### config.mk
export PLATFORM = sky130hd
export DESIGN_NAME = dac_instr_queue
export DESIGN_NICKNAME = d
export VERILOG_FILES = /design/src/design/pid_cfg_pkg.sv /design/src/design/dac_instr_queue.sv
export SDC_FILE = /design/constraint.sdc
export NUM_CORES = 1
export LEC_CHECK = 0
export BUFFER_PORTS_ARGS = -buffer_cell sky130_fd_sc_hd__buf_4
export CELL_PAD_IN_SITES_DETAIL_PLACEMENT = 1
export CELL_PAD_IN_SITES_GLOBAL_PLACEMENT = 1
export CORE_ASPECT_RATIO = 0.5
export CORE_MARGIN = 3
export CORE_UTILIZATION = 45
export CTS_CLUSTER_SIZE = 24
export DETAILED_ROUTE_END_ITERATION = 16
export GPL_TIMING_DRIVEN = 0
export PLACE_DENSITY = 0.8
export SLEW_MARGIN = 20
export SYNTH_ARGS = -nofsm -noshare
export SYNTH_HDL_FRONTEND = slang
export SYNTH_SLANG_ARGS = --single-unit
### constraint.sdc
create_clock -name clk50 -period 3.3 [get_ports clk50]
set_input_delay 0 -clock clk50 [delete_from_list [all_inputs] [get_ports clk50]]
set_output_delay 0 -clock clk50 [all_outputs]
set_load 0.01 [all_outputs]
### src/design/pid_cfg_pkg.sv
`default_nettype none

package pid_cfg_pkg;

	// channel layout
	localparam int N_CHAN = 4;	// adc channels, each drives the dac channel of the same number
	localparam int W_CHAN = 2;	// channel index

	// data path widths
	localparam int W_SAMPLE = 18;	// adc word
	localparam int W_COEF   = 16;	// setpoint and pid gains
	localparam int W_COMP   = 40;	// pid accumulator
	localparam int W_DAC    = 16;	// dac code
	localparam int W_MULT   = 10;	// output multiplier, unsigned
	localparam int W_SHIFT  = 5;	// output right shift
	localparam int W_ERR    = W_SAMPLE + 1;	// setpoint minus sample never overflows this
	localparam int W_INCR   = W_COMP + 2;	// pid increment and sum before saturation
	localparam int W_PROD   = W_COMP + W_MULT + 1;	// pid word times signed multiplier

	// oversample filter limits
	localparam int W_OSM   = 3;
	localparam int OSM_MAX = 7;	// up to 128 samples per average
	localparam int W_ACC   = W_SAMPLE + OSM_MAX;

	typedef logic signed [W_SAMPLE-1:0] sample_t;
	typedef logic signed [W_COEF-1:0]   coef_t;
	typedef logic signed [W_COMP-1:0]   comp_t;
	typedef logic        [W_DAC-1:0]    dac_code_t;
	typedef logic        [W_MULT-1:0]   mult_t;
	typedef logic        [W_SHIFT-1:0]  shift_t;

endpackage

`default_nettype wire

### src/design/dac_instr_queue.sv
`timescale 1ns/1ps
`default_nettype none

module dac_instr_queue (
	input  logic                           clk50,
	input  logic                           arst_n,
	input  logic                           code_valid,
	input  logic [pid_cfg_pkg::W_CHAN-1:0] code_chan,
	input  pid_cfg_pkg::dac_code_t         code_data,
	input  logic                           dac_done,	// controller ack of the offered word
	output logic                           word_valid,
	output logic [pid_cfg_pkg::W_CHAN-1:0] word_chan,
	output pid_cfg_pkg::dac_code_t         word_data
);
	import pid_cfg_pkg::*;

	dac_code_t         store_mem [N_CHAN];	// newest code per channel
	logic [N_CHAN-1:0] pending;
	logic [W_CHAN-1:0] last_chan;	// last channel sent, round robin start
	logic              renew;	// offered channel got a newer code
	logic              hit_word;
	logic              sel_found;
	logic [W_CHAN-1:0] sel_chan;

	assign hit_word = code_valid && (code_chan == word_chan);

	// next pending channel after the last one sent
	always_comb begin
		logic [W_CHAN-1:0] idx;
		sel_found = 1'b0;
		sel_chan  = last_chan;
		for (int i = N_CHAN; i >= 1; i--) begin
			idx = W_CHAN'((int'(last_chan) + i) % N_CHAN);
			if (pending[idx]) begin
				sel_found = 1'b1;	// smallest step wins
				sel_chan  = idx;
			end
		end
	end

	always_ff @(posedge clk50) begin
		if (code_valid)
			store_mem[code_chan] <= code_data;
	end

	always_ff @(posedge clk50 or negedge arst_n) begin
		if (!arst_n) begin
			pending    <= '0;
			word_valid <= 1'b0;
			word_chan  <= '0;
			last_chan  <= W_CHAN'(N_CHAN - 1);	// channel 0 goes first
			renew      <= 1'b0;
		end else begin
			if (code_valid)
				pending[code_chan] <= 1'b1;
			if (word_valid) begin
				if (hit_word)
					renew <= 1'b1;
				if (dac_done) begin
					word_valid         <= 1'b0;
					last_chan          <= word_chan;
					pending[word_chan] <= renew || hit_word;	// keep it if a newer code came
				end
			end else if (sel_found) begin
				word_valid <= 1'b1;
				word_chan  <= sel_chan;
				renew      <= 1'b0;
			end
		end
	end

	// word held steady until the ack
	always_ff @(posedge clk50) begin
		if (!word_valid && sel_found)
			word_data <= (code_valid && code_chan == sel_chan) ? code_data : store_mem[sel_chan];
	end

	a_ack_in_offer: assert property (@(posedge clk50) disable iff (!arst_n)
		dac_done |-> word_valid);

endmodule

`default_nettype wire

# Word level (Yosys, flattened, before mapping)

Memories as Yosys holds them, arrays and structs flattened. A register that Yosys moved wholly into a read port is not among the register bits.
Cells that the tools add are included.

Mux-type cells: 32
Add/sub/neg operators: 4
Equality and inequality tests: 2
Reduce and logical (&&, ||, !) cells: 10
$lt $le $gt $ge: 8
Bitwise logic cells: 2

Operators by type and width:

| cell                                                                          | number |
|---|---|
| 2-bit by 3-bit less-than comparator with 1-bit output (second input constant) | 6 |
| 1-bit two-way mux                                                             | 18 |
| 4-bit two-way mux                                                             | 3 |
| 1-bit binary-select mux with 2-bit select                                     | 4 |
| 2-bit two-way mux                                                             | 4 |
| 2-bit AND reduction                                                           | 3 |
| 2-bit by 1-bit adder with 2-bit output (second input constant)                | 2 |
| 2-bit adder (second input constant)                                           | 2 |
| 4-bit bitwise mux                                                             | 1 |
| 1-bit demux with 2-bit select                                                 | 2 |
| 2-bit by 1-bit >= comparator with 1-bit output (second input constant)        | 2 |
| 1-bit logical AND                                                             | 4 |
| 4-bit bitwise OR                                                              | 1 |
| 2-bit equality test                                                           | 1 |
| 2-bit by 1-bit != test with 1-bit output (second input constant)              | 1 |
| 2-bit nonzero test                                                            | 1 |
| 1-bit zero test                                                               | 1 |
| 1-bit logical OR                                                              | 1 |
| 1-bit inverter                                                                | 1 |

Output and inout bits: 19
Memories: 1
Memory bits (writable): 64
Register bits after elaboration: 10
Word-level logic and storage cells: 64
Bits of input ports: 22

Memories:

| memory    | words | bits a word | rd ports | clocked after Yosys merged registers in | write ports | RTL line              | source |
|---|---|---|---|---|---|---|---|
| store_mem | 4     | 16          | 1        | 1                                       | 1           | dac_instr_queue.sv:17 | `dac_code_t store_mem [N_CHAN];` |

# Depth between registers and ports, before layout

Word-level depth: 9
Gate-level depth with buffers: 6
Mapped depth without buffers: 5

# Worst setup path before layout

No wires, ideal clock.

Kind: reg2reg
Start: register last_chan[0]
End: register word_data[10], read port of store_mem, data pin
Path buffers: 1
Slack: 0.888 ns
Required time: 3.040 ns
Data arrival time: 2.151 ns
Clock period less this slack: 2.412 ns
Library setup time: 0.260 ns
Cell stages (with the launch flop): 7
Path through: dfstp_2 nand2b_1 nor2_2 nor3_4 buf_12 mux4_2 mux2_4

Cells in the longest elaborated chain, start to end: 8
Elaborated cells between the ends (all ways): 21
Classes of those cells: 4 x add/sub; 16 x mux; 1 x reduce/logical

Ends and longest elaborated chain:

| element                                   | RTL line              | source |
|---|---|---|
| start: declaration                        | dac_instr_queue.sv:19 | `logic [W_CHAN-1:0] last_chan;` |
| start signal: assignment                  | dac_instr_queue.sv:51 | `last_chan <= W_CHAN'(N_CHAN - 1);` |
| start signal: assignment                  | dac_instr_queue.sv:61 | `last_chan <= word_chan;` |
| 2-bit by 1-bit adder with 2-bit output    | dac_instr_queue.sv:33 | `idx = W_CHAN'((int'(last_chan) + i) % N_CHAN);` |
| 1-bit binary-select mux with 2-bit select | dac_instr_queue.sv:34 | `if (pending[idx]) begin` |
| 1-bit two-way mux (implied by the code)   | dac_instr_queue.sv:34 |  |
| 1-bit two-way mux (4 in a row)            | dac_instr_queue.sv:34 |  |
| 1-bit logical AND                         | dac_instr_queue.sv:74 | `if (!word_valid && sel_found)` |
| end: declaration                          | dac_instr_queue.sv:13 | `output pid_cfg_pkg::dac_code_t word_data` |

Parallel ways exist; a longest one is shown, timed or not. The select of a mux whose other input is x is not followed.
A chain may end at the register's enable or synchronous reset.

# Worst setup path after layout

Start: register last_chan[0]
End: register word_data[14], read port of store_mem, data pin

The elaborated chain is that of the path after synthesis.

==> flow_summary.ini <==
[synthesis]
synth-warning-count = 0
yosys.area.top_type_share_pct = 65.8
syn_inst = 184
synthFlopType = edfxtp_1
synth.top_cells.by_area = edfxtp_1 66%, mux4_2 9.3%, dfrtp_1 5.5%, mux2_4 3.7%, mux2_2 2.5%
ys_async_sr_fraction_pct = 11.1
synth_enable_flop_cells = 80
net_count_after_synthesis = 206
syn_avg_cell_area_sq_um = 19.8
synth-seq-cells = 90
sequential_area_share_after_synthesis_pct = 72.8
synth_area_sq_um = 3650
yosysUniqueCellTypes = 35
synth.largest_area_cell = edfxtp_1

[setup_path]
worstReg2RegStart = last_chan[0]$_DFFE_PN1P_
critPathKind = flop to flop
internal_reg_to_reg_setup_slack_ns = 0.58
worstPathMaxFanout = 10
r2r_endpoint = word_data[14]$_DFFE_PP_
required_ns = 3.38
cp-end-kind = flop
timing.critical_path.arrival_ns = 2.81
worstRegToRegCells = 6
worst_setup_path_start_kind = flop

[die]
die_height_microns = 69.7
design.portCount = 41
rows = 22
initial_core_util_pct = 48.0
die_area_sq_um = 9290
die_x_microns = 133
fp.coreArea_sq_um = 7600

[routing]
ant_nets = 0
post_dr_vias_cell = 5.35
routed_wirelength_microns = 7850
detailedRoute.firstIterationViolations = 112
route.detailed.wl_per_inst_microns = 21.3
drtPass1Iterations = 4
num_vias = 1973
drc_violation_count_after_routing = 0

[timing]
maxClockFrequency_mhz = 367
crit_path_time_final_ns = 2.72
period_share_pct = 82.5
finalSetupViolations = 0
tightestPinTransition_ns = 1.01
final_hold_viol_count = 0
fin_ws_ns = 0.577
slew-limit-headroom_pct = 32.4
final.setup.tns_ns = 0
fin_worst_skew_ns = 0.00423
drv_slew = 0
grt_setup_unrepaired = false

[placement]
dp_worst_setup_slack_ns = 0.583
numPortBuffers = 40
dpl-instance-area_sq_um = 4130
place.detailed.hpwl_microns = 4750
gpl.final_weighted_congestion = 0.737

[clock_network]
cts_resized = 0
tritoncts = yes
clk-insertion-delay-late_ns = 0.34
cts-root-to-sink-buffers = 2
htree_levels = 3
worst_setup_hold_path_clk_slew_ns = 0.06
cts_made_buffers = 9
clockRootBuffer = clkbuf_16
clock_sinks = 90
cts_setup_buffers = 0
hold_bufs_at_cts = 18

[layout]
most-common-layout-cells = 80 x edfxtp_1, 41 x buf_4, 18 x dlygate4sd3_1
design_area_sq_um = 4620
fillerInstances = 690
layout-area-overhead-vs-synth_pct = 26.5
final_net_count = 278
seq_area_sq_um = 2660
multiInputGateArea_sq_um = 947
post_route_cells_drive_above_1_share_pct = 39.8
most_common_cell_after_layout_fill_and_taps_aside = edfxtp_1
insertedDiodeCount = 0

[global_route]
grt_pass1_wl_microns = 12300
grtUsageTotal_pct = 18.1
grt_pass1_vias = 2168
global_route.usage.met3_pct = 4.28
antenna_found_initial = 0
grt.busiest_layer = met2
met1_usage_pct = 21.8
largest_net_degree_at_the_start_of_global_routing = 18
overflow = 0
met2_usage_pct = 31.0

[pwr]
ir_worst_vdd_v = 0.000330
pwr_density_cell_nw_per_um2 = 911
leakage_nw = 1.68

[min_path]
hold_path_class = input pin to asynchronous set/reset pin

[run_status]
run_status = completed

[job]
maxCapViolCount = 0
==> metrics by stage <==
stage	cells	hold WS, ns	total power [mW]	utilization (%)
2_1_floorplan	184	-0.296	2.71	-
3_3_place_gp	332	-0.168	3.06	53.8
3_5_place_dp	335	-0.161	3.17	54.3
4_1_cts	369	0.0515	4.24	60.8
5_1_grt	369	0.0377	4.40	60.8
6_report	369	0.0511	4.21	60.8
==> area by class of cell <==
cell class | instances | area share [%]
multi-input combinational | 87 | 20.5
sequential | 90 | 57.5
inverter | 2 | 0.163
tap | 108 | 2.93
clock buffer | 14 | 5.93
buffer | 5 | 1.00
timing repair buffer | 61 | 11.2
clock inverter | 2 | 0.732
==> flip-flops by register name, summed over array words and instances, names as in the netlist <==
signal      cells
pending         4
word_chan       2
renew           1
word_valid      1
word_data      16
last_chan       2
store_mem      64
==> worst max-delay path, stage by stage (launching register included) <==
cell and delay [ns]:
dfstp_2 0.56, nand2b_1 0.15, nor2_2 0.10, nor3_2 0.70
buf_4 0.35, mux4_2 0.33, mux2_4 0.27
==> kinds of logic (layout without fill, tap and decap cells) <==
family          count (synthesis)  in the layout  synth area share (%)
mux                            36             36                  17.0
xor+xnor                        2              2                 0.480
flops                          90             90                  72.8
buf+inv                         7             84                  1.47
compound gates                 14             14                  3.05
simple gates                   35             35                  5.21
==> layer usage <==
| metal | share of wire (%) | wire, microns |
|---|---|---|
| met4 | 2.0 | 155 |
| met3 | 3.7 | 294 |
| met2 | 52 | 4070 |
| met1 | 42 | 3330 |
| met5 | 0 | 0 |
==> worst max-delay path by stage <==
stage | start | to | slack, ns | cells after the start
after global placement | last_chan[0]$_DFFE_PN1P_ | word_data[8]$_DFFE_PP_ | 0.68 | 6
after detailed placement | last_chan[0]$_DFFE_PN1P_ | word_data[13]$_DFFE_PP_ | 0.58 | 6
after CTS | last_chan[0]$_DFFE_PN1P_ | word_data[8]$_DFFE_PP_ | 0.56 | 6
after global routing | last_chan[0]$_DFFE_PN1P_ | word_data[14]$_DFFE_PP_ | 0.45 | 6
after floorplan | last_chan[0]$_DFFE_PN1P_ | word_data[10]$_DFFE_PP_ | 0.89 | 6
final | last_chan[0]$_DFFE_PN1P_ | word_data[14]$_DFFE_PP_ | 0.58 | 6
==> cells in the mapped netlist, types with 2 or more instances <==
library cell	instances
edfxtp_1	80
mux4_2	15
mux2_4	9
dfrtp_1	8
mux2_2	8
nand2_1	8
nor2_1	8
a21oi_1	4
nand2b_1	4
and3_1	3
nor3_1	3
nor4_1	3
clkbuf_1	2
dfstp_2	2
inv_1	2
mux2i_1	2
o21ai_0	2
o21ai_1	2
o31a_1	2
xnor2_1	2
==> power breakdown <==
part	internal [mW]	switching [mW]	total, mW
sequential	1.50	0.108	1.61
clock	0.647	0.390	1.04
combinational	0.875	0.688	1.56
Note: power is estimated with default switching activity, not from simulation.
