[config.mk]
export PLATFORM = sky130hd
export DESIGN_NAME = dac_controller
export DESIGN_NICKNAME = d
export VERILOG_FILES = /design/src/design/pid_cfg_pkg.sv /design/src/design/dac_pkg.sv /design/src/design/dac_controller.sv
export SDC_FILE = /design/constraint.sdc
export NUM_CORES = 1
export LEC_CHECK = 0
export BUFFER_PORTS_ARGS = -buffer_cell sky130_fd_sc_hd__buf_2
export CORE_AREA = 2 2 84 94
export CTS_CLUSTER_DIAMETER = 30
export DETAILED_ROUTE_END_ITERATION = 16
export DIE_AREA = 0 0 86 96
export GPL_ROUTABILITY_DRIVEN = 0
export SLEW_MARGIN = 20
export SYNTH_ARGS = -nofsm -noshare
export SYNTH_HDL_FRONTEND = slang
export SYNTH_SLANG_ARGS = --single-unit
[constraint.sdc]
create_clock -name clk50 -period 2.9 [get_ports clk50]
set_clock_uncertainty 0.05 [all_clocks]
set_input_delay 0.435 -clock clk50 [delete_from_list [all_inputs] [get_ports clk50]]
set_output_delay 0.435 -clock clk50 [all_outputs]
set_load 0.05 [all_outputs]
[src/design/pid_cfg_pkg.sv]
`default_nettype none

package pid_cfg_pkg;

	// channel layout
	localparam int N_CHAN = 4;	// adc channels, each drives the dac channel of the same number
	localparam int W_CHAN = 2;	// channel index

	// data path widths
	localparam int W_SAMPLE = 18;	// adc word
	localparam int W_COEF   = 16;	// setpoint and pid gains
	localparam int W_COMP   = 40;	// pid accumulator
	localparam int W_DAC    = 16;	// dac code
	localparam int W_MULT   = 10;	// output multiplier, unsigned
	localparam int W_SHIFT  = 5;	// output right shift
	localparam int W_ERR    = W_SAMPLE + 1;	// setpoint minus sample never overflows this
	localparam int W_INCR   = W_COMP + 2;	// pid increment and sum before saturation
	localparam int W_PROD   = W_COMP + W_MULT + 1;	// pid word times signed multiplier

	// oversample filter limits
	localparam int W_OSM   = 3;
	localparam int OSM_MAX = 7;	// up to 128 samples per average
	localparam int W_ACC   = W_SAMPLE + OSM_MAX;

	typedef logic signed [W_SAMPLE-1:0] sample_t;
	typedef logic signed [W_COEF-1:0]   coef_t;
	typedef logic signed [W_COMP-1:0]   comp_t;
	typedef logic        [W_DAC-1:0]    dac_code_t;
	typedef logic        [W_MULT-1:0]   mult_t;
	typedef logic        [W_SHIFT-1:0]  shift_t;

endpackage

`default_nettype wire

[src/design/dac_pkg.sv]
`default_nettype none

package dac_pkg;

	// dac8568 input shift register, msb first
	localparam int FRAME_BITS = 32;
	localparam int W_ADDR     = 4;	// address nibble, channel zero extended
	localparam logic [3:0] PREFIX_BITS      = 4'b0000;
	localparam logic [3:0] CMD_WRITE_UPDATE = 4'd3;	// write input register and update dac
	localparam logic [3:0] FEATURE_BITS     = 4'b0000;

	// serializer timing
	localparam int IDLE_GAP = 2;	// nsync high cycles between frames
	localparam int W_CYC    = $clog2(2 * FRAME_BITS);	// two clk50 cycles per bit

	typedef logic [FRAME_BITS-1:0] dac_frame_t;

	typedef enum logic [1:0] {
		DAC_IDLE,
		DAC_LOAD,	// first half bit, sclk high
		DAC_SHIFT,
		DAC_GAP
	} dac_state_e;

endpackage

`default_nettype wire

[src/design/dac_controller.sv]
`timescale 1ns/1ps
`default_nettype none

module dac_controller (
	input  logic                           clk50,
	input  logic                           arst_n,
	input  logic                           word_valid,
	input  logic [pid_cfg_pkg::W_CHAN-1:0] word_chan,
	input  pid_cfg_pkg::dac_code_t         word_data,
	output logic                           dac_nsync,
	output logic                           dac_sclk,	// clk50 / 2 during a frame
	output logic                           dac_din,
	output logic                           dac_done
);
	import pid_cfg_pkg::*;
	import dac_pkg::*;

	localparam logic [W_CYC-1:0] LAST_CYC = W_CYC'(2 * FRAME_BITS - 1);

	dac_state_e       state;
	logic [W_CYC-1:0] cnt;	// frame cycle, reused for the gap
	dac_frame_t       frame_q;	// shift register, msb is on din
	dac_frame_t       frame_new;
	logic             bit_step;

	assign frame_new = {PREFIX_BITS, CMD_WRITE_UPDATE, W_ADDR'(word_chan), word_data, FEATURE_BITS};
	assign bit_step  = (state == DAC_SHIFT) && !dac_sclk && (cnt != LAST_CYC);	// next rise
	assign dac_done  = (state == DAC_SHIFT) && (cnt == LAST_CYC);	// last low cycle

	always_ff @(posedge clk50) begin
		if (state == DAC_IDLE && word_valid)
			frame_q <= frame_new;
		else if (bit_step)
			frame_q <= frame_q << 1;
	end

	//////////////////////////////
	// frame fsm
	always_ff @(posedge clk50 or negedge arst_n) begin
		if (!arst_n) begin
			state     <= DAC_IDLE;
			cnt       <= '0;
			dac_nsync <= 1'b1;
			dac_sclk  <= 1'b0;
			dac_din   <= 1'b0;
		end else begin
			case (state)
				DAC_IDLE: begin
					if (word_valid) begin	// accept, frame starts next cycle
						state     <= DAC_LOAD;
						cnt       <= '0;
						dac_nsync <= 1'b0;
						dac_sclk  <= 1'b1;
						dac_din   <= frame_new[FRAME_BITS-1];
					end
				end
				DAC_LOAD: begin
					state    <= DAC_SHIFT;
					cnt      <= cnt + 1'b1;
					dac_sclk <= 1'b0;	// dac samples the msb
				end
				DAC_SHIFT: begin
					if (cnt == LAST_CYC) begin
						state     <= DAC_GAP;
						cnt       <= '0;
						dac_nsync <= 1'b1;
						dac_din   <= 1'b0;
					end else begin
						cnt      <= cnt + 1'b1;
						dac_sclk <= !dac_sclk;
						if (bit_step)
							dac_din <= frame_q[FRAME_BITS-2];	// changes with sclk rise
					end
				end
				DAC_GAP: begin
					if (cnt == W_CYC'(IDLE_GAP - 1)) begin
						state <= DAC_IDLE;
						cnt   <= '0;
					end else begin
						cnt <= cnt + 1'b1;
					end
				end
				default: state <= DAC_IDLE;
			endcase
		end
	end

	// nsync only rises after a full frame of 2 x 32 low cycles
	a_nsync_frame: assert property (@(posedge clk50) disable iff (!arst_n)
		$rose(dac_nsync) |-> (!$past(dac_nsync, 2 * FRAME_BITS)
			&& $past(dac_nsync, 2 * FRAME_BITS + 1)));

endmodule

`default_nettype wire

; Word level (Yosys, flattened, before mapping)
; Cells that the tools add are included.
[classes]
n_addsub = 1
multipliers = 0
div_mod_pow = 0
magnitude_cmp = 0
n_eq_ne = 11
shifts = 0
mux = 19
n_bitwise = 0
reduce_logical = 13
[op_table]
columns = cell, n
row1 = 22-bit two-way mux, 2
row2 = 6-bit one-hot mux with 4 select lines, 1
row3 = 6-bit two-way mux, 3
row4 = 3-bit AND reduction, 4
row5 = 2-bit one-hot mux with 4 select lines, 1
row6 = 6-bit by 1-bit adder with 6-bit output (second input constant), 1
row7 = 6-bit by 1-bit == test with 1-bit output (second input constant), 1
row8 = 6-bit == test (second input constant), 1
row9 = 1-bit two-way mux, 6
row10 = 2-bit two-way mux, 3
row11 = 2-bit != test (second input constant), 3
row12 = 6-bit != test (second input constant), 1
row13 = 2-bit == test (second input constant), 2
row14 = 1-bit logical AND, 4
row15 = 1-bit one-hot mux with 2 select lines, 2
row16 = 2-bit nonzero test, 2
row17 = 3-bit by 2-bit != test with 1-bit output (second input constant), 1
row18 = 1-bit one-hot mux with 3 select lines, 1
row19 = 3-bit nonzero test, 1
row20 = 2-bit by 1-bit == test with 1-bit output (second input constant), 1
row21 = 2-bit logical NOT, 1
row22 = 2-bit by 1-bit != test with 1-bit output (second input constant), 1
row23 = 1-bit logical NOT, 1
[word_totals]
register_bits = 38
latch_bits = 0
ram_bits = 0
romBits = 0
inputBits = 21
n_memories = 0

; Depth between registers and ports, before layout
[logic_depth]
word_depth = 6
ltp_mapped = 7

; Worst setup path after synthesis
; OpenSTA, ideal clock, no wires.
[synth_timing]
path_type = reg-to-reg
start = reg state[0]
end = reg dac_sclk
setup_time_ps = 125
arrival_time_ps = 1979
required_ps = 2725
path_slack_ps = 746
path_stages_with_launch = 7
n_path_buf = 0
period_less_slack_ps = 2154
path_cell_list = dfrtp_1 > inv_1 > ha_1 > inv_1 > nor3_2 > nor3_1 > mux2_2
[synth_between]
elab_chain_len = 3
[synth_lines]
columns = element, line
row1 = from (decl), dac_controller.sv:20  ; dac_state_e state;
row2 = from (signal assigned), dac_controller.sv:41  ; state <= DAC_IDLE;
row3 = from (signal assigned), dac_controller.sv:50  ; state <= DAC_LOAD;
row4 = from (signal assigned), dac_controller.sv:58  ; state <= DAC_SHIFT;
row5 = "2-bit == test, or another cell as far along", dac_controller.sv:47  ; case (state)
row6 = 2-bit != test (no source line) or 3-bit nonzero test (tied branches), -
row7 = 3-bit AND reduction (no source line), -
row8 = to (signal assigned), dac_controller.sv:70  ; dac_sclk <= !dac_sclk;
row9 = to (decl), dac_controller.sv:11  ; output logic dac_sclk,
; Several ways; a longest one is shown, not always the timed one.
; A chain may end at the register's enable or synchronous reset.

; Worst setup path in the final report
[layout_timing]
start = reg state[0]
end = out dac_done
[layout_between]
elab_chain_len = 2
[layout_lines]
columns = element, line
row1 = 2-bit == test, dac_controller.sv:28  ; assign dac_done = (state == DAC_SHIFT) && (cnt == LAST_CYC);
row2 = 1-bit logical AND, dac_controller.sv:28
row3 = to (decl), dac_controller.sv:13  ; output logic dac_done
; No other way between the ends.

==> summary.md <==
| Metric | Value |
|---|---|
| H-tree depth | `2` |
| Num ports | `25` |
| Synth Area in Adders | `4.87%` |
| Top-area cell type share of the netlist area | `a little under a third` |
| Worst slew pin tran | `a little under 0.7 ns` |
| I/O Buffers | `24` |
| First-pass GRT wire length | `between 5000 and 6000 um` |
| Synth Area in XOR/XNOR | `under 10%` |
| Top sig layer | `met4` |
| Slew margin rel. | `about 54%` |
| Fraction of layout cells with a size suffix above 1 | `19.8%` |
| Hold path cells | `3` |
| Setup Buffers After CTS | `0` |
| Die area | `between 0.008 and 0.009 sq mm` |
| Total of max-cap violations | `0` |
| CTS Root Cell | `clkbuf_8` |
| Synth warnings | `0` |
| Most common cell after layout, fill and taps aside | `nand2_1` |
| Post-Route Setup TNS | `0 ns` |
| Core ar. | `around 0.0073 sq mm` |
| Core Util, Final | `between 20 and 30%` |
| Seq pwr share | `41.9%` |
| Fmax | `430 MHz` |
| Tcrit/Tclk final | `between 80% and 90%` |
| Layout area overhead | `20.6%` |
| Drc violations | `0` |
| Share of total power in the clock network | `24.1%` |
| Via density | `about 4.3` |
| Gate power share | `34.1%` |
| Placed cells | `around 300` |
| Sw Pwr | `746 uW` |
| Die height | `between 90 and 100 um` |
| Detailed Route Iter0 Violations | `30` |
| Pint | `~1.5 mW` |
| Status | `finished, final reports clean` |
| Clk buf depth | `2` |
| Filler-free cell count of the finished design | `305` |
| Cell Area, Synth | `roughly 0.0018 sq mm` |
| Fin crit period | `between 2 and 2.5 ns` |
| Max IR drop VDD | `256 uV` |
| Setup crit start kind | `flop` |
| GRT Residual Overflow | `0` |
| CTS buffer count | `5` |
| Critical Path AT | `around 1.8 ns` |
| Largest cells by area after synthesis | `edfxtp_1 (30%), nand2_1 (14%), dfrtp_1 (14%), dfxtp_1 (10%), ha_1 (4.9%)` |
| Avg Inst Size Synth | `~9.5 sq um` |
| CP Capture Type | `primary output` |
| Sequential share of the synthesized area | `between 50% and 60%` |
| Final worst slack | `roughly 0.58 ns` |
| Final net count | `about 240` |
| Max Slew Vio Count | `0` |
| Final hold vios | `0` |
| Worst Path Max Fanout | `6` |
| Metal2 WL | `roughly 1500 um` |
| Clock-pin slew on the worst setup and hold paths | `roughly 0.080 ns` |
| Routed wire length | `~3300 um` |
| Drt pass-1 iters | `4` |
| CTS tree | `built` |
| # rows | `33` |
| Post-synthesis compound-gate area fraction | `under 10%` |
| Net Sw Frac | `between 30% and 40%` |
| Worst endpoint required time | `2.41 ns` |
| Simple-gate share of the synthesized area | `about a quarter` |
| WL met3 | `171 um` |
| Largest family of logic cells by synthesized area | `simple AND/OR/NAND/NOR gates` |
| Die X-Extent | `~86 um` |
| Pwr dens | `about 1000 mW/mm^2` |
| Vias in the first global route | `between 1000 and 1500` |
| Setup Viol. Count Final | `0` |
| GRT Util Overall | `just under 9%` |
| Cell variety after synth | `33` |
| Area leader, netlist | `edfxtp_1` |
| Mux share of post-synthesis cell area | `approximately 2.9%` |
| Commonest non-fill, non-tap cells in the layout | `nand2_1 (68), buf_2 (24), edfxtp_1 (18), o21ai_0 (11), dfrtp_1 (10)` |
| Largest net degree at the start of global routing | `32` |
| Clk_lat worst skew | `a little under 0.3 ns` |
| HP Class | `input port to flop` |
| Syn_nets | `~220` |
| Via count | `1324` |
| Leakage | `around 0.95 nW` |
| Initial antenna violation count | `1` |
| Reg2reg path depth | `5` |
| RSZ-0062 raised after global routing | `false` |
| Initial Util | `between 20% and 30%` |
| Routed len/inst | `approximately 11 um` |
| Synth Instances | `between 150 and 200` |
| DP Worst Slack | `about 0.7 ns` |
| Post-DRT Antenna Nets | `0` |
| #FFs+latches synth | `38` |
| DP Wirelength | `approximately 2300 um` |
| DRT met1 WL | `around 1500 um` |
| Critical setup path kind | `flop to primary output` |
| CTS Sinks | `38` |
| Final-layout fill cell count | `~780` |
## synthesized netlist by cell type
cell      number
o21ai_0       11
and2_1         1
edfxtp_1      18
nand3_1        9
nor3_1         5
mux2i_1        1
nand2b_1       1
and3_1         1
ha_1           7
nor2_1         7
o211ai_2       1
dfxtp_1        9
clkbuf_1       7
nor3_2         1
nand2_1       68
buf_2          1
inv_1          5
dfrtp_1       10
mux2_4         2
mux2_2         1
nand3b_1       2
nor3b_1        1
nand3_2        1
nor2b_1        1
xnor2_1        1
o21a_1         1
a21oi_1        4
or2_2          1
a211o_1        1
o31ai_1        5
a32oi_1        1
xor2_1         3
dfstp_2        1
## worst max-delay path, stage by stage, from the launching register on
cell and delay [ns]:
dfrtp_1 0.43, inv_1 0.11, ha_1 0.28, inv_1 0.12, nor3_2 0.29, buf_2 0.32
## cell type report
class	count	area, sq um	share of cell area (%)
sequential	38	997	46.0
multi-input combinational	138	749	34.6
timing repair buffer	28	153	7.04
tap	87	109	5.02
clock buffer	5	68.8	3.18
clock inverter	3	68.8	3.18
inverter	5	18.8	0.866
antenna	1	2.50	0.115
## state kept, by name (all words and copies together), names as in the netlist
register   cells
dac_nsync      1
frame_q       27
dac_din        1
dac_sclk       1
cnt            6
state          2
## path summary, 6_finish.rpt
kind                               from          end  slack (ns)
setup / recovery               state[0]     dac_done        0.58
hold / removal             word_data[6]  frame_q[10]        0.35
setup reg to reg               state[0]     state[0]        0.69
hold reg to reg             frame_q[26]  frame_q[27]        0.41
max in group asynchronous        arst_n    dac_nsync        2.04
min in group asynchronous        arst_n       cnt[5]        0.49
## per-layer routing
| layer | track usage, % | vias up |
|---|---|---|
| met3 | 2.83 | 6 |
| li1 | - | 687 |
| met5 | 0 | - |
| met2 | 14.3 | 24 |
| met4 | 4.76 | 0 |
| met1 | 10.4 | 607 |
## timing repair
item,CTS,global route
hold buffers,1,0
gates resized for setup,0,0
hold endpoints to repair,10,0
## kinds of logic (layout without fill, tap and decap cells)
kind of cell | Yosys count | count (layout)
AOI/OAI and AO/OA | 24 | 24
xor gates and xnor gates | 4 | 4
adders and majority gates | 7 | 7
buffers and inverters | 13 | 41
DFF | 38 | 38
muxes | 4 | 4
other | 0 | 1
and+or+nand+nor | 99 | 99
## stage by stage
stage / hold slack [ns] / area [sq um] / power (mW)
floorplan: 0.0894 / 1800 / 1.52
global placement: 0.278 / 2020 / 1.69
detailed placement: 0.279 / 2020 / 1.71
CTS: 0.347 / 2160 / 2.26
global route: 0.344 / 2160 / 2.41
finish: 0.354 / 2170 / 2.22
## power groups by stage
stage	clock network (mW)	logic, mW	registers, mW
5_1_grt	0.581	0.871	0.959
6_report	0.535	0.758	0.930
2_1_floorplan	0	0.571	0.946
3_3_place_gp	0	0.758	0.935
4_1_cts	0.554	0.775	0.932
3_5_place_dp	0	0.767	0.945
Note: power is estimated with default switching activity, not from simulation.
