## src/design/pid_cfg_pkg.sv

```systemverilog
`default_nettype none

package pid_cfg_pkg;

	// channel layout
	localparam int N_CHAN = 4;	// adc channels, each drives the dac channel of the same number
	localparam int W_CHAN = 2;	// channel index

	// data path widths
	localparam int W_SAMPLE = 18;	// adc word
	localparam int W_COEF   = 16;	// setpoint and pid gains
	localparam int W_COMP   = 40;	// pid accumulator
	localparam int W_DAC    = 16;	// dac code
	localparam int W_MULT   = 10;	// output multiplier, unsigned
	localparam int W_SHIFT  = 5;	// output right shift
	localparam int W_ERR    = W_SAMPLE + 1;	// setpoint minus sample never overflows this
	localparam int W_INCR   = W_COMP + 2;	// pid increment and sum before saturation
	localparam int W_PROD   = W_COMP + W_MULT + 1;	// pid word times signed multiplier

	// oversample filter limits
	localparam int W_OSM   = 3;
	localparam int OSM_MAX = 7;	// up to 128 samples per average
	localparam int W_ACC   = W_SAMPLE + OSM_MAX;

	typedef logic signed [W_SAMPLE-1:0] sample_t;
	typedef logic signed [W_COEF-1:0]   coef_t;
	typedef logic signed [W_COMP-1:0]   comp_t;
	typedef logic        [W_DAC-1:0]    dac_code_t;
	typedef logic        [W_MULT-1:0]   mult_t;
	typedef logic        [W_SHIFT-1:0]  shift_t;

endpackage

`default_nettype wire

```

## src/design/pid_core.sv

```systemverilog
`timescale 1ns/1ps
`default_nettype none

module pid_core (
	input  logic                           clk50,
	input  logic                           arst_n,
	input  logic                           filt_valid,
	input  logic [pid_cfg_pkg::W_CHAN-1:0] filt_chan,
	input  pid_cfg_pkg::sample_t           filt_data,
	input  pid_cfg_pkg::coef_t             setpoint,
	input  pid_cfg_pkg::coef_t             p_coef,
	input  pid_cfg_pkg::coef_t             i_coef,
	input  pid_cfg_pkg::coef_t             d_coef,
	output logic                           pid_valid,
	output logic [pid_cfg_pkg::W_CHAN-1:0] pid_chan,
	output pid_cfg_pkg::comp_t             pid_data
);
	import pid_cfg_pkg::*;

	logic signed [W_ERR-1:0]  err;
	logic signed [W_ERR-1:0]  e1_mem [N_CHAN];	// e[n-1]
	logic signed [W_ERR-1:0]  e2_mem [N_CHAN];	// e[n-2]
	comp_t                    acc_mem [N_CHAN];	// pid output per channel
	logic                     s1_valid;
	logic [W_CHAN-1:0]        s1_chan;
	logic signed [W_ERR-1:0]  s1_e;
	logic signed [W_ERR:0]    s1_dp;	// e - e1
	logic signed [W_ERR+1:0]  s1_dd;	// e - 2 e1 + e2
	logic signed [W_INCR-1:0] incr;
	logic signed [W_INCR-1:0] sum;
	comp_t                    sat;

	assign err = setpoint - filt_data;

	//////////////////////////////
	// stage 1: error and history
	always_ff @(posedge clk50 or negedge arst_n) begin
		if (!arst_n) begin
			for (int i = 0; i < N_CHAN; i++) begin
				e1_mem[i] <= '0;
				e2_mem[i] <= '0;
			end
			s1_valid <= 1'b0;
		end else begin
			s1_valid <= filt_valid;
			if (filt_valid) begin
				e1_mem[filt_chan] <= err;
				e2_mem[filt_chan] <= e1_mem[filt_chan];
			end
		end
	end

	always_ff @(posedge clk50) begin
		s1_chan <= filt_chan;
		s1_e    <= err;
		s1_dp   <= err - e1_mem[filt_chan];
		s1_dd   <= err - e1_mem[filt_chan] - e1_mem[filt_chan] + e2_mem[filt_chan];
	end

	//////////////////////////////
	// stage 2: incremental update with saturation
	assign incr = p_coef * s1_dp + i_coef * s1_e + d_coef * s1_dd;
	assign sum  = acc_mem[s1_chan] + incr;

	always_comb begin
		if (sum[W_INCR-1:W_COMP-1] == '0 || sum[W_INCR-1:W_COMP-1] == '1)
			sat = sum[W_COMP-1:0];	// in range
		else if (sum[W_INCR-1])
			sat = {1'b1, {(W_COMP-1){1'b0}}};
		else
			sat = {1'b0, {(W_COMP-1){1'b1}}};
	end

	always_ff @(posedge clk50 or negedge arst_n) begin
		if (!arst_n) begin
			for (int i = 0; i < N_CHAN; i++)
				acc_mem[i] <= '0;
			pid_valid <= 1'b0;
		end else begin
			pid_valid <= s1_valid;
			if (s1_valid)
				acc_mem[s1_chan] <= sat;
		end
	end

	always_ff @(posedge clk50) begin
		pid_chan <= s1_chan;
		pid_data <= sat;
	end

endmodule

`default_nettype wire

```

## config.mk

```make
export PLATFORM = sky130hd
export DESIGN_NAME = pid_core
export DESIGN_NICKNAME = d
export VERILOG_FILES = /design/src/design/pid_cfg_pkg.sv /design/src/design/pid_core.sv
export SDC_FILE = /design/constraint.sdc
export NUM_CORES = 2
export LEC_CHECK = 0
export ABC_AREA = 1
export BUFFER_PORTS_ARGS = -buffer_cell sky130_fd_sc_hd__buf_4
export CAP_MARGIN = 20
export CORE_UTILIZATION = 60
export DETAILED_ROUTE_END_ITERATION = 16
export PLACE_DENSITY = 0.84
export SYNTH_ARGS = -nofsm -noshare
export SYNTH_HDL_FRONTEND = slang
export SYNTH_SLANG_ARGS = --single-unit
```

## constraint.sdc

```tcl
create_clock -name clk50 -period 9.2 [get_ports clk50]
set_clock_uncertainty 0.2 [all_clocks]
set_input_delay 0.46 -clock clk50 [delete_from_list [all_inputs] [get_ports clk50]]
set_output_delay 0.46 -clock clk50 [all_outputs]
set_load 0.02 [all_outputs]
```

**Yosys cells after proc, flatten, opt, wreduce, memory -nomap -nowiden**

Cells that the tools add are included.

- Bits in registers: 418
- Input port bits: 87
- Output and inout bits: 43

- Add/subtract/negate cells: 8
- $mul: 3
- Order comparisons: 4
- Equal/unequal tests: 1
- Mux-type cells: 18
- Bitwise gates (word level): 2
- Reductions and logical operators: 4

Operator list:

| kind | count |
|---|---|
| $mux W40 | 5 |
| $bwmux W160 | 1 |
| $bwmux W76 | 2 |
| $mux W19 | 5 |
| $bmux W40 S2 | 1 |
| $demux W40 S2 | 1 |
| $bmux W19 S2 | 2 |
| $add A40 B38 Y41 | 1 |
| $sub A19 B19 Y20 | 2 |
| $add A37 B37 Y38 | 1 |
| $demux W19 S2 | 1 |
| $add A36 B35 Y37 | 1 |
| $mul A16 B21 Y37 | 1 |
| $mul A16 B20 Y36 | 1 |
| $mul A16 B19 Y35 | 1 |
| $add A21 B19 Y21 | 1 |
| $sub A20 B19 Y21 | 1 |
| $sub A16 B18 Y19 | 1 |
| $ge A3 B3 Y1 const B | 2 |
| $lt A3 B1 Y1 const B | 2 |
| $not A2 Y3 | 2 |
| $eq A3 B3 Y1 const B | 1 |
| $logic_not A3 Y1 | 1 |
| $logic_and A1 B1 Y1 | 2 |
| $logic_or A1 B1 Y1 | 1 |

**Depth between registers and ports, before layout**

- Depth after elaboration: 9
- Depth in mapped cells: 41
- Mapped depth without buffers: 37

**Worst setup path before layout**

No wires, ideal clock.

- Path type: input to register
- Start point: input port p_coef[0]
- End point: register acc_mem[138] (netlist name)
- Setup time: 0.117 ns
- Arrival: 7.872 ns
- Data required time: 8.883 ns
- Path slack: 1.011 ns
- Cell stages on the path: 34
- Cells stage by stage: clkbuf_1 -> nand2_1 -> inv_1 -> fa_1 -> inv_1 -> fa_1 -> fa_1 -> fa_1 -> fa_1 -> inv_1 -> fa_1 -> inv_1 -> fa_1 -> inv_1 -> fa_1 -> inv_1 -> fa_1 -> inv_1 -> ha_1 -> inv_2 -> nor3_1 -> nand2_1 -> nor2_2 -> nand3_1 -> nand3_1 -> nand2_1 -> nand2_2 -> nand2_1 -> buf_6 -> buf_8 -> nand2_2 -> nand2_2 -> nand2_1 -> nand2_1

- Word-level cells in the longest chain between the ends: 8
- Elaborated cells between the ends (all ways): 10
- Classes of those cells: add/sub (3); mul (1); eq/ne (1); mux (3); reduce/logical (2)

Ends and longest elaborated chain:

| element | line | RTL |
|---|---|---|
| start, declared | pid_core.sv:11 | `input pid_cfg_pkg::coef_t p_coef,` |
| $mul A16 B20 Y36 (*) | pid_core.sv:62 | `assign incr = p_coef * s1_dp + i_coef * s1_e + d_coef * s1_dd;` |
| $add A36 B35 Y37 (*) | pid_core.sv:62 |  |
| $add A37 B37 Y38 (*) | pid_core.sv:62 |  |
| $add A40 B38 Y41 (*) | pid_core.sv:63 | `assign sum = acc_mem[s1_chan] + incr;` |
| $eq A3 B3 Y1 / $logic_not A3 Y1 (equally long branches) | pid_core.sv:66 | `if (sum[W_INCR-1:W_COMP-1] == '0 \|\| sum[W_INCR-1:W_COMP-1] == '1)` |
| $logic_or A1 B1 Y1 | pid_core.sv:66 |  |
| $mux W40 (*) | pid_core.sv:66 |  |
| named net sat[18] | pid_core.sv:31 | `comp_t sat;` |
| $bwmux W160 (*) | pid_core.sv:82 | `acc_mem[s1_chan] <= sat;` |
| end signal, assigned by index | pid_core.sv:82 |  |
| end, declared | pid_core.sv:23 | `comp_t acc_mem [N_CHAN];` |

The timed path passes the listed nets; every way through them passes the cells marked *.
A chain may end at the register's enable or synchronous reset.

**Worst setup path after layout**

- Start point: register s1_chan[1]
- End point: register acc_mem[33] (netlist name)

- Word-level cells in the longest chain between the ends: 9
- Elaborated cells between the ends (all ways): 16
- Classes of those cells: add/sub (1); order compare (2); eq/ne (1); mux (8); bitwise (1); reduce/logical (3)

Ends and longest elaborated chain:

| element | line | RTL |
|---|---|---|
| start, declared | pid_core.sv:25 | `logic [W_CHAN-1:0] s1_chan;` |
| start signal, assigned | pid_core.sv:54 | `s1_chan <= filt_chan;` |
| $not A2 Y3 (not written as such) (*) | pid_core.sv:63 |  |
| $bmux W40 S2 (*) | pid_core.sv:63 |  |
| $mux W40 (not written as such) (*) (2 in a row) | pid_core.sv:63 |  |
| $add A40 B38 Y41 (*) | pid_core.sv:63 |  |
| $eq A3 B3 Y1 / $logic_not A3 Y1 (equally long branches) | pid_core.sv:66 |  |
| $logic_or A1 B1 Y1 | pid_core.sv:66 |  |
| $mux W40 (*) | pid_core.sv:66 |  |
| named net sat[33] | pid_core.sv:31 |  |
| $bwmux W160 (*) | pid_core.sv:82 |  |

The timed path passes the listed nets; every way through them passes the cells marked *. The select of a mux whose other input is x is not followed.

==> impl_metrics.json <==
{
  "port_buffers": 129,
  "maxCapViolations": 0,
  "drc": 0,
  "place_area_um2": 60600,
  "final_cell_mix": "nand2_1 (1936), inv_1 (1814), fa_1 (1223)",
  "synth-edff-count": 0,
  "synth.distinct_cells": 52,
  "synth_cells": 6872,
  "fin_area_um2": 62300,
  "slowest_delay_ps": 690,
  "rsz0062_at_grt": "false",
  "io_pins": 130,
  "dr.pass1.iters": 7,
  "cp.arrival_ps": 9200,
  "slew_violations": 0,
  "crit_type": "reg2reg",
  "ant_nets": 0,
  "synthToLayoutAreaGrowth_pct": 7.00,
  "slowest_stage": "fa_1",
  "grt-ovfl-total": 0,
  "drt_iter0_drc": 4503,
  "vias": 45572,
  "clockBufferDepth": 3,
  "hold_viol": 0,
  "start_util_pct": 60.9,
  "ys_seq_elements": 418,
  "die_h_um": 314,
  "hold_path.class": "reg2reg",
  "run_status": "complete, no violations",
  "cts_tree": "done",
  "synth_fp_nets": 8442,
  "place_congestion": 0.966,
  "dp_hpwl_um": 131000,
  "grtUsageTotal_pct": 33.7,
  "min_period_ps": 8920,
  "start_kind": "register",
  "setup_viol": 0,
  "cts.htree.levels": 2,
  "finalNetCount": 8451,
  "ys_seq_area_share_pct": 17.1,
  "drive_gt1_share_pct": 5.83,
  "grt_max_degree": 172,
  "coreArea_um2": 95600,
  "cp_data_required_time_ps": 9480,
  "yosys_warnings": 0,
  "slew_headroom_pct": 17.3,
  "dieArea_um2": 98300,
  "insertion_delay_ps": 620,
  "grt_pass1_wl_um": 256000,
  "rows": 113,
  "cts_buffers": 46,
  "clk_pin_slew_worst_paths_ps": 60,
  "finalSetupTns_ps": 0,
  "fp.dieW_um": 314,
  "antenna_found_initial": 10,
  "worst_pin_slew_ps": 1240,
  "critPathMostFrequentCell": "fa_1",
  "synth-main-ff-cell": "dfrtp_1",
  "routedWlPerCell_um": 19.5,
  "syn_area_um2": 58200,
  "grt_pass1_vias": 48277,
  "root_buffer": "clkbuf_16",
  "clock_sinks": 418,
  "final_common_cell": "nand2_1",
  "synth_area_per_cell_um2": 8.48,
  "finalCritPeriodShare_pct": 96.9,
  "max_freq_ghz": 0.112,
  "routed_wl_um": 160000,
  "vias_per_cell": 5.56,
  "cp-end-kind": "register",
  "async_flop_share_pct": 75.1,
  "critPathMaxFanout": 17
}
[final timing paths]
path | start | endpoint | slack (ps) | cells after the start
max in group asynchronous | arst_n | e1_mem[20]$_DFFE_PN0P_ | 6820 | 3
worst max register to register | s1_chan[1]$_DFF_P_ | acc_mem[33]$_DFFE_PN0P_ | 280 | 29
worst max-delay path | s1_chan[1]$_DFF_P_ | acc_mem[33]$_DFFE_PN0P_ | 280 | 29
min in group asynchronous | arst_n | acc_mem[76]$_DFFE_PN0P_ | 310 | 2
worst min-delay path | s1_chan[0]$_DFF_P_ | pid_chan[0]$_DFF_P_ | 250 | 0
worst min register to register | s1_chan[0]$_DFF_P_ | pid_chan[0]$_DFF_P_ | 250 | 0
[critical path, delay by kind of cell (launching register included)]
kind / cells / cell delay, ps
AO/OA/AOI/OAI: 4 / 1260
adder cells (fa/ha/maj): 9 / 4520
buffers and inverters: 5 / 590
flip-flops: 1 / 560
AND/OR/NAND/NOR: 11 / 1600
[metal layers]
layer,GRT usage [%],vias up,share of wire (%)
met1,45.2,22729,37
met4,18.5,2,6.2
met5,0,-,0.0069
met3,5.64,563,9.8
li1,-,19696,-
met2,52.8,2582,47
[through the flow]
step / util (%) / cells / worst slack, ps / hold slack, ps
floorplan: - / 6872 / 1010 / -35.6
global placement: 63.4 / 8087 / 474 / 227
detailed placement: 63.4 / 8088 / 261 / 225
CTS: 65.1 / 8176 / 273 / 230
global route: 65.2 / 8190 / 37.9 / 251
finish: 65.2 / 8192 / 281 / 250
[what timing repair did]
action,CTS,global route
setup endpoints to repair,0,183
hold buffers,4,0
gates resized for setup,0,9
endpoints found under the hold margin,146,0
setup buffers,0,6
[final cells by class]
| type | instances | area, um^2 |
|---|---|---|
| Antenna cell | 10 | 25.0 |
| Clock buffer | 66 | 1300 |
| Clock inverter | 18 | 244 |
| Fill cell | 7472 | 33300 |
| Inverter | 1829 | 6880 |
| Multi-Input combinational cell | 4324 | 40300 |
| Sequential cell | 418 | 9940 |
| Tap cell | 1265 | 1580 |
| Timing Repair Buffer | 262 | 2060 |
[sequential cells by signal, summed over array words and instances, names as in the netlist]
signal and flops:
pid_chan 2, pid_data 40, s1_valid 1, e1_mem 76, s1_dp 20, s1_e 19, acc_mem 160, pid_valid 1
s1_dd 21, e2_mem 76, s1_chan 2
[kinds of logic after synthesis]
family	synth area share [%]
and+or+nand+nor	15.5
buffers and inverters	13.8
DFF	17.1
adders and majority gates	47.6
xor gates and xnor gates	1.10
AOI/OAI and AO/OA	4.91
[cell usage after synthesis, types with 2 or more instances]
| library cell | count | share of area, % |
|---|---|---|
| a22oi_1 | 27 | 0.35 |
| o2111ai_1 | 2 | 0.030 |
| o211ai_1 | 3 | 0.039 |
| inv_2 | 5 | 0.032 |
| buf_2 | 4 | 0.034 |
| o21ai_0 | 197 | 1.7 |
| nand4_1 | 14 | 0.15 |
| xor2_1 | 50 | 0.75 |
| xnor2_1 | 23 | 0.35 |
| nor3_2 | 2 | 0.034 |
| fa_1 | 1224 | 42 |
| ha_1 | 259 | 5.6 |
| a22o_1 | 13 | 0.20 |
| inv_1 | 1822 | 12 |
| buf_6 | 2 | 0.039 |
| nor3_1 | 16 | 0.14 |
| a21oi_1 | 99 | 0.85 |
| dfxtp_1 | 104 | 3.6 |
| clkbuf_1 | 283 | 1.8 |
| a21o_1 | 10 | 0.13 |
| nand3b_1 | 4 | 0.052 |
| nor2_2 | 4 | 0.043 |
| o22a_1 | 26 | 0.39 |
| nor4_1 | 5 | 0.054 |
| nand2_4 | 10 | 0.19 |
| nand2_2 | 13 | 0.14 |
| o21a_1 | 3 | 0.039 |
| dfrtp_1 | 314 | 13 |
| o21bai_1 | 5 | 0.064 |
| o22ai_1 | 22 | 0.24 |
| nand2_1 | 1938 | 12 |
| or2_2 | 18 | 0.19 |
| nor2_1 | 193 | 1.2 |
| a221oi_1 | 22 | 0.33 |
| a211oi_1 | 2 | 0.026 |
| clkinv_1 | 2 | 0.013 |
| nand3_1 | 78 | 0.67 |
| a31oi_1 | 5 | 0.054 |
| o221ai_1 | 27 | 0.41 |
| buf_1 | 10 | 0.064 |
Power is left out: the tool's default activity adds up to more than one toggle a clock period on the data nets, which glitch-free logic cannot reach.
